--- src/copper_pkg.sv ---
/*
 * Copper subsystem definitions
 * Width types for beam position, program memory and video registers,
 * plus the instruction opcode and control state encodings.
 */

package copper_pkg;

    typedef logic [10:0] raster_x_t;
    typedef logic [9:0]  raster_y_t;
    typedef logic [10:0] prog_addr_t;
    typedef logic [15:0] prog_word_t;
    typedef logic [5:0]  vreg_addr_t;
    typedef logic [15:0] vreg_data_t;

    // instruction word layout, opcode in bits 15..13
    //
    // SET_TARGET / WAIT_TARGET
    //   bit 12     wait until the beam reaches the target
    //   bit 11     1 selects the y target, 0 the x target
    //   bits 10..0 target value, y uses bits 9..0 only
    // WRITE_REG
    //   bits 5..0  register index, the following word is the data
    // JUMP
    //   bits 10..0 new program address
    //
    // codes 4 to 7 are skipped
    typedef enum logic [2:0] {
        OP_SET_TARGET  = 3'd0,
        OP_WAIT_TARGET = 3'd1,
        OP_WRITE_REG   = 3'd2,
        OP_JUMP        = 3'd3
    } copper_op_t;

    typedef enum logic [2:0] {
        ST_OP_FETCH,
        ST_OP_DECODE,
        ST_DATA_FETCH,
        ST_DATA_DECODE,
        ST_WRITE_HOLD,
        ST_RASTER_WAIT
    } copper_state_t;

endpackage

--- src/raster_timer.sv ---
/*
 * Raster timer
 * Free-running horizontal and vertical beam counters. frame_start
 * pulses for one cycle while the beam sits at position (0,0).
 */

`timescale 1ns/1ps

module raster_timer #(
    parameter int H_TOTAL = 800,
    parameter int V_TOTAL = 525
) (
    input  logic                  clk,
    input  logic                  rst_n,
    output copper_pkg::raster_x_t raster_x,
    output copper_pkg::raster_y_t raster_y,
    output logic                  frame_start
);

    localparam copper_pkg::raster_x_t X_LAST = copper_pkg::raster_x_t'(H_TOTAL - 1);
    localparam copper_pkg::raster_y_t Y_LAST = copper_pkg::raster_y_t'(V_TOTAL - 1);

    logic line_end;
    logic frame_end;

    assign line_end  = (raster_x == X_LAST);
    assign frame_end = line_end && (raster_y == Y_LAST);

    always_ff @(posedge clk or negedge rst_n) begin
        if (!rst_n) begin
            raster_x    <= '0;
            raster_y    <= '0;
            frame_start <= 1'b0;
        end else begin
            // registered so the pulse coincides with x = 0, y = 0
            frame_start <= frame_end;

            if (line_end) begin
                raster_x <= '0;
                if (frame_end) begin
                    raster_y <= '0;
                end else begin
                    raster_y <= raster_y + 1'b1;
                end
            end else begin
                raster_x <= raster_x + 1'b1;
            end
        end
    end

endmodule

--- config.mk ---
export PLATFORM = sky130hd
export DESIGN_NAME = raster_timer
export DESIGN_NICKNAME = d
export VERILOG_FILES = /design/src/copper_pkg.sv /design/src/raster_timer.sv
export SDC_FILE = /design/constraint.sdc
export NUM_CORES = 1
export LEC_CHECK = 0
export BUFFER_PORTS_ARGS = -buffer_cell sky130_fd_sc_hd__buf_2
export CORE_UTILIZATION = 37
export CTS_BUF_LIST = sky130_fd_sc_hd__clkbuf_8
export DETAILED_ROUTE_END_ITERATION = 8
export PLACE_DENSITY = 0.58
export RECOVER_POWER = 50
export SLEW_MARGIN = 10
export SYNTH_ARGS = -nofsm -noshare
export SYNTH_HDL_FRONTEND = slang
export SYNTH_SLANG_ARGS = --single-unit
--- constraint.sdc ---
create_clock -name clk -period 3.6 [get_ports clk]
set_clock_uncertainty 0.1 [all_clocks]
set_input_delay 0.18 -clock clk [delete_from_list [all_inputs] [get_ports clk]]
set_output_delay 0.18 -clock clk [all_outputs]
set_load 0.05 [all_outputs]
==> flow_summary.yaml <==
layout:
  syn2layout_area_growth_pct: 18.4
  final_area_mm2: 0.00127
  nNetsFinal: 127
  drive_gt1_frac: 0.231
  fin_cells: 152
  diodes: 0
  final_util: 0.462
route:
  first_pass_iters: 4
  drc: 0
  postRouteAntennaNets: 0
  via_per_inst: 5.45
  wl_per_cell_um: 14.4
  finalWirelength_um: 2190
  drt-initial-drc-count: 9
  vias: 828
setup_path:
  startpoint_type: "flop"
  end_kind: "flop"
  r2r-end: "raster_y[4]$_DFFE_PN0N_"
  r2r_cells: 5
  rr_startpoint: "raster_x[0]$_DFF_PN0_"
  crit_type: "flop to flop"
  cp_max_fo: 12
  rrSetupSlack_ns: 1.65
  critPathRequiredTime_ns: 3.68
  crit_arrival_ns: 2.04
pwr:
  p_leak_nw: 0.628
  irDropWorstVdd_uv: 219
  p_per_area_mw_per_mm2: 336
synth:
  synth_warnings: 0
  seq_area_frac_synth: 0.511
  syn_area_per_cell_um2: 11.3
  yosysMostFrequentCell: "dfrtp_1"
  synth_top_area_frac: 0.511
  syn-num-nets: 100
  ys_types: 32
  synth_area_mm2: 0.00108
  yosysTopAreaCell: "dfrtp_1"
  synth_cells: 95
  synth-simple-area-share: 0.249
  synth_compound_area_frac: 0.0569
  ys_seq_elements: 22
  synthArstFlopShare: 1.00
  ys.flop_type: "dfrtp_1"
  synth_top_family_by_area: "simple AND/OR/NAND/NOR gates"
  synth_area_leaders: "dfrtp_1 51%, xor2_1 6.5%, xnor2_1 4.1%"
  synth-xor-area-share: 0.106
  muxShareOfSynthArea: 0.0232
  synth_fa_ha_area_frac: 0.0348
  synth_edf_count: 0
  synth_commonest_cells: "22 x dfrtp_1, 8 x nand2_1, 8 x nor2_1, 8 x xor2_1"
placement:
  place_inst: 147
  dp_slack_ns: 1.66
  gp_congestion: 0.790
  place_area_mm2: 0.00122
  port-buffer-count: 23
  dp.final_hpwl_um: 1550
die:
  die_h_um: 56.0
  die_w_um: 56.0
  num_rows: 19
  core_area_mm2: 0.00276
  dieArea_mm2: 0.00313
  initial_core_util: 0.391
  io_pins: 24
clock_network:
  cts-root-buf: "clkbuf_8"
  h-tree-depth: 1
  clockBufferDepth: 2
  cts_tree: "yes"
  worst_skew_pair.late_latency_ns: 0.26
  clk_pin_slew_ns: 0.08
  cts_resized: 0
  post-cts-setup-buffer-count: 0
  numCtsBuffers: 3
  cts_hold_buf: 1
  clock_sinks: 22
grt:
  antenna_found_initial: 0
  grt_pass1_vias: 761
  grt_usage: 0.153
  grt_overflow_total: 0
  grt_max_degree: 23
  grt_first_pass_wirelength_um: 3680
timing:
  fin_ws_ns: 1.65
  worst_pin_slew_ns: 1.19
  relSlewSlack: 0.204
  setup_viol: 0
  report.final.slew_viol_count: 0
  finalSetupTns_ns: 0
  rsz0062_at_grt: "no"
  hold_viol: 0
  max_freq_mhz: 512
  fin_crit_ns: 1.95
  fin_crit_sh: 0.543
flow_run:
  cap_violations: 0
worst_hold_path:
  hold_class: "flop to flop"
  min_path_cells: 1
  worstHoldEndpoint: "raster_x[0]$_DFF_PN0_"
  worstHoldStart: "raster_x[0]$_DFF_PN0_"
outcome:
  status: "finished, final reports clean"
[per-stage QoR]
| stage | hold slack, ns | power [W] |
|---|---|---|
| 3_5_place_dp | 0.0829 | 0.000257 |
| 2_1_floorplan | -0.216 | 0.000252 |
| 3_3_place_gp | 0.0763 | 0.000257 |
| 6_report | 0.404 | 0.000429 |
| 5_1_grt | 0.430 | 0.000447 |
| 4_1_cts | 0.330 | 0.000435 |
[cell families (layout without fill, tap and decap cells)]
| kind of cell | after synthesis | in the layout |
|---|---|---|
| AOI/OAI and AO/OA | 9 | 9 |
| xor gates and xnor gates | 13 | 13 |
| adders and majority gates | 3 | 3 |
| and+or+nand+nor | 41 | 41 |
| DFF | 22 | 22 |
| buffers and inverters | 5 | 31 |
| muxes | 2 | 2 |
[critical path: stages (launching register included)]
cell and delay [ns]:
dfrtp_1 0.40, ha_1 0.22, and4_1 0.29, and4_1 0.49
nand4_1 0.18, mux2i_1 0.19
[worst max-delay path by stage]
| stage | slack, ns | startpoint | endpoint |
|---|---|---|---|
| 2_1_floorplan | 1.52 | raster_x[0]$_DFF_PN0_ | raster_y[5]$_DFFE_PN0N_ |
| 6_report | 1.65 | raster_x[0]$_DFF_PN0_ | raster_y[4]$_DFFE_PN0N_ |
| 4_1_cts | 1.64 | raster_x[0]$_DFF_PN0_ | raster_y[4]$_DFFE_PN0N_ |
| 3_5_place_dp | 1.66 | raster_x[0]$_DFF_PN0_ | raster_y[5]$_DFFE_PN0N_ |
| 3_3_place_gp | 1.68 | raster_y[6]$_DFFE_PN0N_ | raster_y[0]$_DFFE_PN0N_ |
| 5_1_grt | 1.49 | raster_x[0]$_DFF_PN0_ | raster_y[7]$_DFFE_PN0N_ |
[cell type report]
| cell class | instances | area (um2) |
|---|---|---|
| clock buffer | 4 | 55.1 |
| multi-input combinational | 68 | 505 |
| tap | 31 | 38.8 |
| sequential | 22 | 551 |
| inverter | 3 | 11.3 |
| timing repair buffer | 24 | 114 |
| fill | 277 | 1480 |
[power by group]
| group | internal, W | total (W) | switching [W] |
|---|---|---|---|
| Clock | 0.0000975 | 0.000176 | 0.0000790 |
| Sequential | 0.000247 | 0.000247 | 0 |
| Combinational | 0.000000931 | 0.00000571 | 0.00000478 |
| Total | 0.000345 | 0.000429 | 0.0000837 |
[routing by layer]
layer  global-route usage  vias up  share of wire
li1                     -      386              -
met1                0.211      414           0.48
met2                0.238       24           0.47
met3               0.0279        4          0.036
met4               0.0627        0          0.012
met5                    0        -              0
[sequential cells by signal (all words and copies together), names as in the netlist]
name         cells
frame_start      1
raster_y        10
raster_x        11
[cell usage in the layout, fill, tap and decap left out, types with 4 or more instances in the layout]
cell      netlist  layout
dfrtp_1        22      22
buf_2           2      14
clkbuf_1        0       9
nand2_1         8       8
xor2_1          8       8
nor2_1          8       8
nand4_1         5       5
xnor2_1         5       5
clkbuf_8        0       4
Power figures use the tool's default switching activity.
