## src/copper_pkg.sv

```systemverilog
/*
 * Copper subsystem definitions
 * Width types for beam position, program memory and video registers,
 * plus the instruction opcode and control state encodings.
 */

package copper_pkg;

    typedef logic [10:0] raster_x_t;
    typedef logic [9:0]  raster_y_t;
    typedef logic [10:0] prog_addr_t;
    typedef logic [15:0] prog_word_t;
    typedef logic [5:0]  vreg_addr_t;
    typedef logic [15:0] vreg_data_t;

    // instruction word layout, opcode in bits 15..13
    //
    // SET_TARGET / WAIT_TARGET
    //   bit 12     wait until the beam reaches the target
    //   bit 11     1 selects the y target, 0 the x target
    //   bits 10..0 target value, y uses bits 9..0 only
    // WRITE_REG
    //   bits 5..0  register index, the following word is the data
    // JUMP
    //   bits 10..0 new program address
    //
    // codes 4 to 7 are skipped
    typedef enum logic [2:0] {
        OP_SET_TARGET  = 3'd0,
        OP_WAIT_TARGET = 3'd1,
        OP_WRITE_REG   = 3'd2,
        OP_JUMP        = 3'd3
    } copper_op_t;

    typedef enum logic [2:0] {
        ST_OP_FETCH,
        ST_OP_DECODE,
        ST_DATA_FETCH,
        ST_DATA_DECODE,
        ST_WRITE_HOLD,
        ST_RASTER_WAIT
    } copper_state_t;

endpackage

```

## src/vdp_reg_file.sv

```systemverilog
/*
 * Video register file
 * 64 x 16 registers written by the host and the copper, host first.
 * Each committed write is echoed as a one-cycle change pulse.
 */

`timescale 1ns/1ps

module vdp_reg_file (
    input  logic                   clk,
    input  logic                   rst_n,
    input  logic                   host_write_en,
    input  copper_pkg::vreg_addr_t host_write_address,
    input  copper_pkg::vreg_data_t host_write_data,
    input  copper_pkg::vreg_addr_t host_read_address,
    output copper_pkg::vreg_data_t host_read_data,
    input  logic                   copper_write_en,
    input  copper_pkg::vreg_addr_t copper_write_address,
    input  copper_pkg::vreg_data_t copper_write_data,
    output logic                   write_ready,
    output logic                   vreg_write_en,
    output copper_pkg::vreg_addr_t vreg_write_address,
    output copper_pkg::vreg_data_t vreg_write_data,
    output logic                   vreg_write_src
);

    localparam int NUM_REGS = 2 ** $bits(copper_pkg::vreg_addr_t);

    copper_pkg::vreg_data_t regs [NUM_REGS];

    logic                   commit_en;
    logic                   commit_copper;
    copper_pkg::vreg_addr_t commit_address;
    copper_pkg::vreg_data_t commit_data;

    // host wins any cycle it writes
    assign write_ready    = !host_write_en;
    assign commit_copper  = copper_write_en && !host_write_en;
    assign commit_en      = host_write_en || copper_write_en;
    assign commit_address = host_write_en ? host_write_address : copper_write_address;
    assign commit_data    = host_write_en ? host_write_data : copper_write_data;

    assign host_read_data = regs[host_read_address];

    always_ff @(posedge clk or negedge rst_n) begin
        if (!rst_n) begin
            for (int i = 0; i < NUM_REGS; i++) begin
                regs[i] <= '0;
            end
        end else if (commit_en) begin
            regs[commit_address] <= commit_data;
        end
    end

    // change pulse for the rest of the VDP
    always_ff @(posedge clk or negedge rst_n) begin
        if (!rst_n) begin
            vreg_write_en  <= 1'b0;
            vreg_write_src <= 1'b0;
        end else begin
            vreg_write_en  <= commit_en;
            vreg_write_src <= commit_copper;
        end
    end

    always_ff @(posedge clk) begin
        vreg_write_address <= commit_address;
        vreg_write_data    <= commit_data;
    end

endmodule

```

## config.mk

```make
export PLATFORM = sky130hd
export DESIGN_NAME = vdp_reg_file
export DESIGN_NICKNAME = d
export VERILOG_FILES = /design/src/copper_pkg.sv /design/src/vdp_reg_file.sv
export SDC_FILE = /design/constraint.sdc
export NUM_CORES = 2
export LEC_CHECK = 0
export BUFFER_PORTS_ARGS = -buffer_cell sky130_fd_sc_hd__buf_2
export CORE_MARGIN = 1.5
export CORE_UTILIZATION = 52
export CTS_BUF_LIST = sky130_fd_sc_hd__clkbuf_4 sky130_fd_sc_hd__clkbuf_8 sky130_fd_sc_hd__clkbuf_16
export DETAILED_ROUTE_END_ITERATION = 10
export PLACE_DENSITY = 0.78
export SLEW_MARGIN = 20
export SYNTH_ARGS = -nofsm -noshare
export SYNTH_HDL_FRONTEND = slang
export SYNTH_SLANG_ARGS = --single-unit
```

## constraint.sdc

```tcl
create_clock -name clk -period 3.95 [get_ports clk]
set_input_delay 0.1975 -clock clk [delete_from_list [all_inputs] [get_ports clk]]
set_output_delay 0.1975 -clock clk [all_outputs]
set_load 0.02 [all_outputs]
```

==> metrics <==
effective utilization at floorplan=52.5%; drt wl/cell=approximately 23 µm; Die X=approximately 300 µm; number of global-route vias before repair=around 34,000; Worst Hold Depth=4; clock share of power=32.9%; #FFs+latches synth=about 1,000; Critical Path Start Type=register; Place WS=0.729 ns; root buf cell=clkbuf_16; warnings from Yosys=0; Placed Cells=approximately 5,200; final antenna-violating net count=0; Post-DP Area=~0.047 mm²; Rows=roughly 110; Int Power=roughly 22 mW; CP Capture Type=output port; r2r startpoint=regs[593]; layout net count=4,163; Post-CTS Setup Inserts=0; final setup margin=between 0.4 and 0.5 ns; Post-synth EDFFs=0; Syn-to-layout area delta=12.0%; Core ar.=between 0.08 and 0.09 mm²; Longest Clk Path Bufs=3; die area=0.0895 mm²; router iterations before antenna repair=8; cts hold-fix bufs=8; synthesized area=around 0.046 mm²; clock transition at the registers of the reported paths=around 0.060 ns; Switching Share=roughly 29%; fmax=between 0.2 and 0.3 GHz; Hold Startpoint=copper_write_data[5]; Die Span Y=roughly 300 µm; hold worst-path end=vreg_write_data[5]; Synth top cells by count=1,026 x dfrtp_1, 666 x nand2_1, 630 x o21ai_0, 404 x a21oi_1, 399 x nor2_1; TritonCTS clock tree=done; pin count of the biggest net entering global routing=112; # diodes=0; fin util=around 59%; post-synthesis sequential area ratio=57.3%; vias post-DR=around 34,000; max cap viols=0; Mapped Avg Cell Area=10.9 µm²; max-slew violations=0; gr ovfl total=0; Hold Violations, Final=0; slew margin rel.=a little over a fifth; top-count cell post-synth=dfrtp_1; Leakage=22.6 nW; unrepaired setup endpoints after global routing=no; CP cell instances=mux4_2, and2_1, a211oi_1, or3_1, o311ai_0, buf_2; layout cell share with drive strength beyond 1=a little under a fifth; Slowest-stage cell, CP=a211oi_1; DRC errors left=0; worst reg2reg path depth=2; predominant post-synthesis flop cell=dfrtp_1; Arr. time, crit path=3.30 ns; IR drop worst, VDD=just under 0.0005 V; Post-CTS Resized=0; Cells after Synth=approximately 4,200; Worst-Skew Late Latency=roughly 0.67 ns; post-layout min period=between 3 and 4 ns; synth unique cells=a little under 50; Final Cell Area=between 0.05 and 0.06 mm²; critical path's largest stage delay=between 0.6 and 0.7 ns; clk sink count=around 1,000; total power draw=approximately 31 mW; fin cells=around 5,400; clock skew=0 ns; WHS=0.0526 ns; worst slew pin tran=between 1 and 1.5 ns; final setup TNS=0 ns; IO Port Bufs=94; Avg Vias per Cell=approximately 6.3; largest area contributor in the netlist=dfrtp_1; flop2flop setup slack=~3.2 ns; WP data required=3.75 ns; register share of total power=slightly below 50%; Synth async-reset ratio=97.9%; HPWL after detailed placement=approximately 74,000 µm; gr usage total=~28%; initial antenna violation count=4; first-pass GRT wire length=around 190,000 µm; critical path type=reg2out; Synth top area share=a little under three fifths; final wirelength=123,000 µm; final worst path period share=88.4%; Psw=9.01 mW; gpl congestion=around 0.96; DRT iter0 DRCs=3,724; H-tree lvl count=3; reg2reg end=regs[593]; Worst Hold Class=in2reg; Crit. Startpoint=regs[326]; syn nets=between 4,000 and 5,000; I/O pin cnt=95; status=complete, no violations; maximum net fanout on the critical path=2; total clock buffers created by CTS=just over 100; endpoints failing setup=0; largest cells by area after synthesis=dfrtp_1 56%, mux4_2 12%, o21ai_0 6.9%; Power Density=slightly above 600 mW/mm²; combinational power share=about a fifth
layer usage:
metal  vias to the layer above  GRT usage (%)  routed length [µm]  share of wire [%]
met5                         -           1.11                 191               0.16
met4                        10           10.9                4670                3.8
met3                       320           6.65               12600                 10
met2                      1731           45.0               59100                 48
met1                     17100           36.9               46600                 38
li1                      14500              -                   -                  -
cell type report:
cell class | instances | area [µm²]
clock inverter | 52 | 653
multi-input combinational | 2681 | 17900
inverter | 25 | 93.8
fill | 6562 | 35700
sequential | 1048 | 26100
tap | 1155 | 1450
clock buffer | 139 | 2950
timing repair buffer | 252 | 1920
flip-flops by register name, indices dropped and copies added, names as in the netlist:
name	cells
vreg_write_data	16
vreg_write_address	6
vreg_write_src	1
regs	1024
vreg_write_en	1
worst max-delay path by stage:
stage	slack [ns]	end
final	0.46	host_read_data[6]
after global routing	0.56	host_read_data[6]
after CTS	0.65	host_read_data[6]
after detailed placement	0.73	host_read_data[4]
after global placement	0.78	host_read_data[10]
after floorplan	1.57	host_read_data[0]
critical path: cells and delay by family, from the launching register on:
| kind | cells | cell delay, ns |
|---|---|---|
| compound gates | 2 | 1.02 |
| flops | 1 | 0.38 |
| buf+inv | 1 | 0.33 |
| simple gates | 2 | 0.42 |
| mux | 1 | 0.46 |
power by group through the flow:
stage | sequential (mW) | clock, mW | combinational, mW
final | 15.1 | 10.3 | 5.96
after global routing | 15.4 | 10.8 | 6.60
after CTS | 15.0 | 10.4 | 5.93
after detailed placement | 15.2 | 0 | 5.85
after global placement | 15.0 | 0 | 5.55
after floorplan | 14.7 | 0 | 4.26
cells in the final DEF (no fill, tap or decap), types with 15 or more instances in the layout:
cell type	instances
dfrtp_1	1026
nand2_1	666
o21ai_0	630
a21oi_1	404
nor2_1	399
mux4_2	253
buf_4	134
clkbuf_16	103
buf_2	89
a22oi_1	51
mux2i_1	34
nand4_1	34
clkinv_2	26
inv_1	24
dfxtp_1	22
clkbuf_4	20
mux2_2	18
mux2i_4	18
clkbuf_8	18
o21ai_1	17
o22ai_1	16
buf_12	16
nor4_4	15
cells by family after synthesis:
logic type | share of synthesized area [%]
AOI/OAI and AO/OA | 13.5
buffers and inverters | 4.04
and+or+nand+nor | 10.9
muxes | 14.2
DFF | 57.3
Note: power is estimated with default switching activity, not from simulation.
