`config.mk`:
```
export PLATFORM = sky130hd
export DESIGN_NAME = copper_ctrl
export DESIGN_NICKNAME = d
export VERILOG_FILES = /design/src/copper_pkg.sv /design/src/copper_ctrl.sv
export SDC_FILE = /design/constraint.sdc
export NUM_CORES = 1
export LEC_CHECK = 0
export BUFFER_PORTS_ARGS = -buffer_cell sky130_fd_sc_hd__buf_2
export CORE_UTILIZATION = 52
export DETAILED_ROUTE_END_ITERATION = 7
export GPL_TIMING_DRIVEN = 0
export PLACE_DENSITY = 0.79
export SYNTH_ARGS = -nofsm -noshare
export SYNTH_HDL_FRONTEND = slang
export SYNTH_SLANG_ARGS = --single-unit
```
`constraint.sdc`:
```
create_clock -name clk -period 2.2 [get_ports clk]
set_input_delay 0.66 -clock clk [delete_from_list [all_inputs] [get_ports clk]]
set_output_delay 0.66 -clock clk [all_outputs]
set_load 0.05 [all_outputs]
```
`src/copper_pkg.sv`:
```
/*
 * Copper subsystem definitions
 * Width types for beam position, program memory and video registers,
 * plus the instruction opcode and control state encodings.
 */

package copper_pkg;

    typedef logic [10:0] raster_x_t;
    typedef logic [9:0]  raster_y_t;
    typedef logic [10:0] prog_addr_t;
    typedef logic [15:0] prog_word_t;
    typedef logic [5:0]  vreg_addr_t;
    typedef logic [15:0] vreg_data_t;

    // instruction word layout, opcode in bits 15..13
    //
    // SET_TARGET / WAIT_TARGET
    //   bit 12     wait until the beam reaches the target
    //   bit 11     1 selects the y target, 0 the x target
    //   bits 10..0 target value, y uses bits 9..0 only
    // WRITE_REG
    //   bits 5..0  register index, the following word is the data
    // JUMP
    //   bits 10..0 new program address
    //
    // codes 4 to 7 are skipped
    typedef enum logic [2:0] {
        OP_SET_TARGET  = 3'd0,
        OP_WAIT_TARGET = 3'd1,
        OP_WRITE_REG   = 3'd2,
        OP_JUMP        = 3'd3
    } copper_op_t;

    typedef enum logic [2:0] {
        ST_OP_FETCH,
        ST_OP_DECODE,
        ST_DATA_FETCH,
        ST_DATA_DECODE,
        ST_WRITE_HOLD,
        ST_RASTER_WAIT
    } copper_state_t;

endpackage

```
`src/copper_ctrl.sv`:
```
/*
 * Copper control unit
 * Fetches and decodes display-list instructions, tracks the raster
 * targets, stalls on raster waits and issues video register writes
 * that are held until the register file accepts them.
 */

`timescale 1ns/1ps

module copper_ctrl (
    input  logic                   clk,
    input  logic                   rst_n,
    input  logic                   copper_enable,
    input  copper_pkg::raster_x_t  raster_x,
    input  copper_pkg::raster_y_t  raster_y,
    output copper_pkg::prog_addr_t ram_read_address,
    input  copper_pkg::prog_word_t ram_read_data,
    output logic                   copper_write_en,
    output copper_pkg::vreg_addr_t copper_write_address,
    output copper_pkg::vreg_data_t copper_write_data,
    input  logic                   write_ready
);

    copper_pkg::copper_state_t state;
    copper_pkg::prog_addr_t    pc;
    copper_pkg::raster_x_t     target_x;
    copper_pkg::raster_y_t     target_y;

    copper_pkg::copper_op_t    op;
    logic                      op_target_wait;
    logic                      op_target_select;
    logic [10:0]               op_target_value;
    logic                      target_hit;

    // instruction fields, valid while the fetched word is present
    assign op               = copper_pkg::copper_op_t'(ram_read_data[15:13]);
    assign op_target_wait   = ram_read_data[12];
    assign op_target_select = ram_read_data[11];
    assign op_target_value  = ram_read_data[10:0];

    assign target_hit = (raster_x == target_x) && (raster_y == target_y);

    assign ram_read_address = pc;

    // write request stays up for the whole hold state, dropped at once on disable
    assign copper_write_en = copper_enable && (state == copper_pkg::ST_WRITE_HOLD);

    always_ff @(posedge clk or negedge rst_n) begin
        if (!rst_n) begin
            state    <= copper_pkg::ST_OP_FETCH;
            pc       <= '0;
            target_x <= '0;
            target_y <= '0;
        end else if (!copper_enable) begin
            state    <= copper_pkg::ST_OP_FETCH;
            pc       <= '0;
            target_x <= '0;
            target_y <= '0;
        end else begin
            case (state)
                copper_pkg::ST_OP_FETCH: begin
                    // pc is on the RAM address this cycle
                    state <= copper_pkg::ST_OP_DECODE;
                end

                copper_pkg::ST_OP_DECODE: begin
                    case (op)
                        copper_pkg::OP_SET_TARGET, copper_pkg::OP_WAIT_TARGET: begin
                            if (op_target_select) begin
                                target_y <= op_target_value[9:0];
                            end else begin
                                target_x <= op_target_value;
                            end
                            if (op_target_wait) begin
                                state <= copper_pkg::ST_RASTER_WAIT;
                            end else begin
                                pc    <= pc + 1'b1;
                                state <= copper_pkg::ST_OP_FETCH;
                            end
                        end
                        copper_pkg::OP_WRITE_REG: begin
                            // pc moves onto the data word
                            pc    <= pc + 1'b1;
                            state <= copper_pkg::ST_DATA_FETCH;
                        end
                        copper_pkg::OP_JUMP: begin
                            pc    <= op_target_value;
                            state <= copper_pkg::ST_OP_FETCH;
                        end
                        default: begin
                            // unnamed codes are skipped
                            pc    <= pc + 1'b1;
                            state <= copper_pkg::ST_OP_FETCH;
                        end
                    endcase
                end

                copper_pkg::ST_DATA_FETCH: begin
                    state <= copper_pkg::ST_DATA_DECODE;
                end

                copper_pkg::ST_DATA_DECODE: begin
                    // data word is latched into the write payload below
                    state <= copper_pkg::ST_WRITE_HOLD;
                end

                copper_pkg::ST_WRITE_HOLD: begin
                    // commit edge, step past the data word
                    if (write_ready) begin
                        pc    <= pc + 1'b1;
                        state <= copper_pkg::ST_OP_FETCH;
                    end
                end

                copper_pkg::ST_RASTER_WAIT: begin
                    if (target_hit) begin
                        pc    <= pc + 1'b1;
                        state <= copper_pkg::ST_OP_FETCH;
                    end
                end

                default: begin
                    state <= copper_pkg::ST_OP_FETCH;
                end
            endcase
        end
    end

    // write payload, stable through the hold state
    always_ff @(posedge clk) begin
        if (state == copper_pkg::ST_OP_DECODE) begin
            copper_write_address <= ram_read_data[5:0];
        end
        if (state == copper_pkg::ST_DATA_DECODE) begin
            copper_write_data <= ram_read_data;
        end
    end

endmodule

```
==> impl_metrics.csv, run 1 <==
group,metric,value,unit
clock_tree,insertion_delay,0.33,ns
global_route,grt_usage,0.2410,
cells_and_area,final_common_cell,"buf_2",
drt,vias,2111,
cells_and_area,nets,361,
power_and_ir_drop,power.leakage,1.549,nW
cells_and_area,fill_cells,396,
setup_path,slowest_stage,"dfrtp_1",
clock_tree,cts_resized,0,
synth,syn_area_per_cell,11.56,sq um
synth,syn-num-nets,277,
timing,slew_viol_final,0,
drt,wire_per_inst,15.27,microns
cells_and_area,multiInputGateArea,0.001151,sq mm
cells_and_area,n_antenna_cell,0,
timing,setup-violations-final,0,
flow_run,maxCapViolCount,0,
cells_and_area,final_util,0.6905,
global_route,grt_max_degree,36,
power_and_ir_drop,ir_drop,496.2,uV
timing,worst_pin_slew,0.8604,ns
cells_and_area,final-seq-area,0.001536,sq mm
die,core-area,0.004880,sq mm
outcome,status,"finished clean",
clock_tree,cts.sinks,57,
drt,antenna_left,0,
die,start_util,0.5567,
synth,async_flop_share,0.6140,
timing,hold_viol_final,0,
die,dieHeight,74.28,microns
global_route,grt_first_pass_wirelength,9494,microns
drt,drt-initial-drc-count,115,
hold_path,hold_class,"in -> async",
setup_path,critPathTopFamily,"simple AND/OR/NAND/NOR gates",
die,pin_count,75,
power_and_ir_drop,powerDensity,703.1,mW/mm^2
drt,first_pass_iters,4,
global_route,grt_pass1_vias,1964,
global_route,antenna_found_initial,0,
setup_path,startpoint_type,"register",
cells_and_area,syn2layout_area_growth,24.04,%
clock_tree,tritoncts,"done",
timing,fin_crit,2.117,ns
clock_tree,cts.clk_slew.worst_paths,0.06,ns
die,die_x,74.28,microns
timing,fmax,472.3,MHz
place,dp_hpwl,4341,microns
die,dieArea,0.005517,sq mm
drt,vias_per_cell,5.399,
setup_path,endpoint_kind,"primary output",
timing,min_period_over_period,0.9625,
die,num_rows,25,
setup_path,critical_path_class,"reg -> out",
clock_tree,cts_buffer_depth,2,
timing,worst_slack,0.08260,ns
timing,relSlewSlack,0.4258,
clock_tree,cts_buffers,9,
clock_tree,postCtsSetupBuffers,0,
clock_tree,h-tree-depth,3,
clock_tree,hold_buffers,0,
setup_path,crit_chain,"nand2b_2 -> nor3b_4 -> buf_4",
synth,seq_area_frac_synth,0.5656,
synth,synth.distinct_cells,35,
synth,syn_inst,235,
drt,wirelength,5972,microns
global_route,grt_overflow_total,0,
setup_path,crit_arrival,1.46,ns
setup_path,path_buf_inv,1,
timing,fin_skew,0.006762,ns
setup_path,slowest_delay,0.45,ns
timing,worst_hold_slack,0.4163,ns
cells_and_area,drive_above_1_share,0.2994,
synth,yosysWarningCount,0,
place,post-place-ws,-0.1431,ns
cells_and_area,final_cell_mix,"buf_2, dfrtp_1, nor2b_1",
place,port_buffers,74,
timing,rsz0062_at_grt,"no",
place,place_congestion,0.9115,
synth,ys_ff_latch,57,
clock_tree,root_buffer,"clkbuf_8",
setup_path,crit_path_max_fanout,8,
synth,netlist_area,0.002716,sq mm
synth,synth_edf_count,22,
synth,ys.flop_type,"dfrtp_1",
setup_path,crit_required,1.54,ns
drt,drc,0,
==> Yosys cell counts, types with 2 or more instances <==
| master | n | share of area |
|---|---|---|
| nor4_1 | 6 | 0.014 |
| o21ai_1 | 17 | 0.031 |
| nand2b_1 | 4 | 0.0092 |
| xor2_1 | 21 | 0.068 |
| a21boi_0 | 2 | 0.0055 |
| clkbuf_1 | 4 | 0.0055 |
| nand2_1 | 9 | 0.012 |
| nand4_1 | 2 | 0.0046 |
| nor2b_1 | 25 | 0.058 |
| o21ai_0 | 5 | 0.0092 |
| a22oi_1 | 2 | 0.0055 |
| edfxtp_1 | 22 | 0.24 |
| nand3_1 | 4 | 0.0074 |
| dfrtp_1 | 35 | 0.32 |
| mux2i_1 | 21 | 0.077 |
| and3_1 | 5 | 0.012 |
| nor2_1 | 11 | 0.015 |
| a21oi_1 | 10 | 0.018 |
| buf_2 | 2 | 0.0037 |
| nor3_1 | 8 | 0.015 |
| inv_1 | 2 | 0.0028 |
| a31oi_1 | 2 | 0.0046 |
| nor3b_1 | 4 | 0.011 |
==> registers in the layout, indices dropped and copies added, names as in the netlist <==
signal / count
ram_read_address: 11
copper_write_address: 6
target_x: 11
state: 3
copper_write_data: 16
target_y: 10
==> kinds of logic after synthesis <==
logic type                 count (synthesis)  share of synthesized area
muxes                                     22                    0.08153
DFF                                       57                     0.5656
and+or+nand+nor                           82                     0.1714
AOI/OAI and AO/OA                         42                    0.09028
xor gates and xnor gates                  21                    0.06771
buffers and inverters                     10                    0.01889
adders and majority gates                  1                   0.004605
==> final timing paths <==
path | slack [ns] | depth (start not counted) | start | to
min in group clk | 0.55 | 1 | ram_read_data[11] | copper_write_data[11]
hold / removal | 0.42 | 1 | rst_n | ram_read_address[0]
max in group asynchronous | 1.27 | 1 | rst_n | target_x[2]
setup reg to reg | 0.18 | 6 | target_x[6] | ram_read_address[9]
hold reg to reg | 0.56 | 1 | ram_read_address[0] | ram_read_address[0]
setup / recovery | 0.08 | 3 | state[1] | copper_write_en
==> routing by layer <==
layer	global-route usage	vias up	wire length, microns
li1	-	1015	-
met1	0.3366	1002	2726
met2	0.3626	85	2827
met3	0.04065	9	326
met4	0.1300	0	91
met5	0	-	0
==> per-stage QoR <==
stage | cells | instance area [sq um] | setup TNS [ns] | power (W)
after floorplan | 235 | 2728 | 0 | 0.001376
after global placement | 376 | 3182 | -0.8136 | 0.001491
after detailed placement | 376 | 3182 | -1.402 | 0.001497
after CTS | 391 | 3356 | 0 | 0.002387
after global routing | 391 | 3369 | 0 | 0.002464
final | 391 | 3369 | 0 | 0.002369
==> layout make-up <==
cell class | count | share of cell area
Sequential cell | 57 | 0.4560
Inverter | 2 | 0.002228
Timing Repair Buffer | 74 | 0.1107
Multi-Input combinational cell | 168 | 0.3416
Clock buffer | 11 | 0.03899
Tap cell | 67 | 0.02488
Buffer | 7 | 0.01188
Clock inverter | 5 | 0.01374
==> power breakdown <==
| part | internal (W) | total (W) | switching (W) |
|---|---|---|---|
| Combinational | 0.000105 | 0.000312 | 0.000207 |
| Sequential | 0.00114 | 0.00117 | 0.0000284 |
| Clock | 0.000510 | 0.000890 | 0.000380 |
Note: power is estimated with default switching activity, not from simulation.
==> inputs of run 2 (changes only) <==
Settings changed: PLACE_DENSITY 0.79 to 0.78.
==> run 2 against run 1 <==
Net effect:
- routed wire length rose by 0.54%
- cell area barely moved
- via count shrank 0.19%
- cell count did not move
- worst hold slack got worse by 0.0054 ns
- critical path depth unchanged
- sequential power is essentially flat
- critical path type unchanged
- largest cell class unchanged
==> impl_metrics.csv, run 2 (synthesized netlist as in run 1, its figures left out) <==
group,metric,value,unit
setup_path,r2r_slack,0.23,ns
global_route,grt_first_pass_wirelength,9439,microns
place,place_congestion,0.9299,
clock_tree,postCtsSetupBuffers,0,
die,dieHeight,74.28,microns
timing,worst_pin_slew,0.8230,ns
timing,min_period_over_period,0.9730,
outcome,status,"finished clean",
drt,vias,2107,
cells_and_area,top_register,"copper_write_data",
power_and_ir_drop,power.leakage,1.555,nW
power_and_ir_drop,power,0.002404,W
clock_tree,hold_buffers,0,
drt,wire_per_inst,15.36,microns
global_route,grt_max_degree,36,
global_route,grt_overflow_total,0,
die,die_x,74.28,microns
place,dpl_cell_area,0.003182,sq mm
drt,drc,0,
setup_path,crit_path_max_fanout,8,
cells_and_area,fin_cells,391,
drt,wirelength,6004,microns
clock_tree,insertion_delay,0.34,ns
die,dieArea,0.005517,sq mm
timing,rsz0062_at_grt,"no",
timing,finalSetupTns,0,ns
setup_path,slowest_delay,0.45,ns
die,start_util,0.5567,
setup_path,crit_chain,"nand2b_1 -> nor3b_4 -> buf_4",
timing,setup-violations-final,0,
drt,vias_per_cell,5.389,
cells_and_area,drive_above_1_share,0.3056,
clock_tree,root_buffer,"clkbuf_8",
clock_tree,cts_resized,1,
place,dp.cells,376,
global_route,antenna_found_initial,0,
global_route,grt_usage,0.2395,
hold_path,hold_class,"in -> async",
setup_path,critical_path_class,"reg -> out",
cells_and_area,stdcell_area,0.003368,sq mm
die,pin_count,75,
cells_and_area,final_cell_mix,"buf_2, dfrtp_1, nor2b_1",
cells_and_area,syn2layout_area_growth,24.00,%
global_route,grt_pass1_vias,1976,
clock_tree,h-tree-depth,3,
place,dp_hpwl,4324,microns
die,core-area,0.004880,sq mm
place,port_buffers,74,
setup_path,crit_arrival,1.48,ns
clock_tree,cts_buffers,9,
timing,worst_slack,0.05930,ns
drt,antenna_left,0,
setup_path,endpoint_kind,"primary output",
timing,slew_viol_final,0,
setup_path,startpoint_type,"register",
cells_and_area,nets,361,
die,num_rows,25,
clock_tree,tritoncts,"done",
setup_path,slowest_stage,"dfrtp_1",
timing,hold_viol_final,0,
timing,fin_skew,0.009653,ns
timing,fin_crit,2.141,ns
clock_tree,cts_buffer_depth,2,
timing,fmax,467.1,MHz
timing,relSlewSlack,0.4514,
power_and_ir_drop,powerDensity,713.8,mW/mm^2
drt,first_pass_iters,4,
flow_run,maxCapViolCount,0,
cells_and_area,largest_reg_flops,16,
clock_tree,cts.clk_slew.worst_paths,0.07,ns
cells_and_area,final_common_cell,"buf_2",
place,post-place-ws,-0.1133,ns
setup_path,crit_required,1.54,ns
clock_tree,cts.sinks,57,
power_and_ir_drop,ir_drop,502.3,uV
cells_and_area,n_antenna_cell,0,
drt,drt-initial-drc-count,167,
-- run 2: power by group --
group | internal, W | total [W] | switching [W]
clock network | 0.000510 | 0.000927 | 0.000417
registers | 0.00114 | 0.00117 | 0.0000288
logic | 0.000105 | 0.000311 | 0.000206
total | 0.00175 | 0.00240 | 0.000652
-- run 2: layout make-up --
type | count | area, sq um
multi-input cells | 168 | 1142
flip-flops and latches | 57 | 1536
clock inverters | 7 | 61.31
inverters | 2 | 7.507
repair buffers | 74 | 372.9
well taps | 67 | 83.83
plain buffers | 7 | 40.04
fillers | 396 | 1511
clock buffers | 9 | 123.9
-- run 2: final timing paths --
check	from	to	cells past startpoint
max reg2reg	target_y[5]	ram_read_address[0]	7
min	rst_n	ram_read_address[3]	1
min in group clk	ram_read_data[13]	copper_write_data[13]	1
min reg2reg	target_y[6]	target_y[6]	2
max	state[1]	copper_write_en	3
max in group asynchronous	rst_n	target_x[6]	1
-- run 2: critical path, delay by kind of cell, from the launching register on --
family | cells | cell delay (ns)
flip-flops | 1 | 0.45
AND/OR/NAND/NOR | 2 | 0.48
buffers and inverters | 1 | 0.22
-- run 2: metrics by stage --
| stage | hold WS, ns | util |
|---|---|---|
| 2_1_floorplan | 0.3644 | - |
| 3_3_place_gp | 0.5423 | 0.6521 |
| 4_1_cts | 0.4483 | 0.6897 |
| 3_5_place_dp | 0.5534 | 0.6521 |
| 6_report | 0.4109 | 0.6903 |
| 5_1_grt | 0.4818 | 0.6903 |
-- run 2: routing by layer --
layer | part of all wire | global-route usage
met2 | 0.46 | 0.3576
met5 | 0 | 0
met1 | 0.46 | 0.3271
met4 | 0.018 | 0.09434
met3 | 0.062 | 0.07724
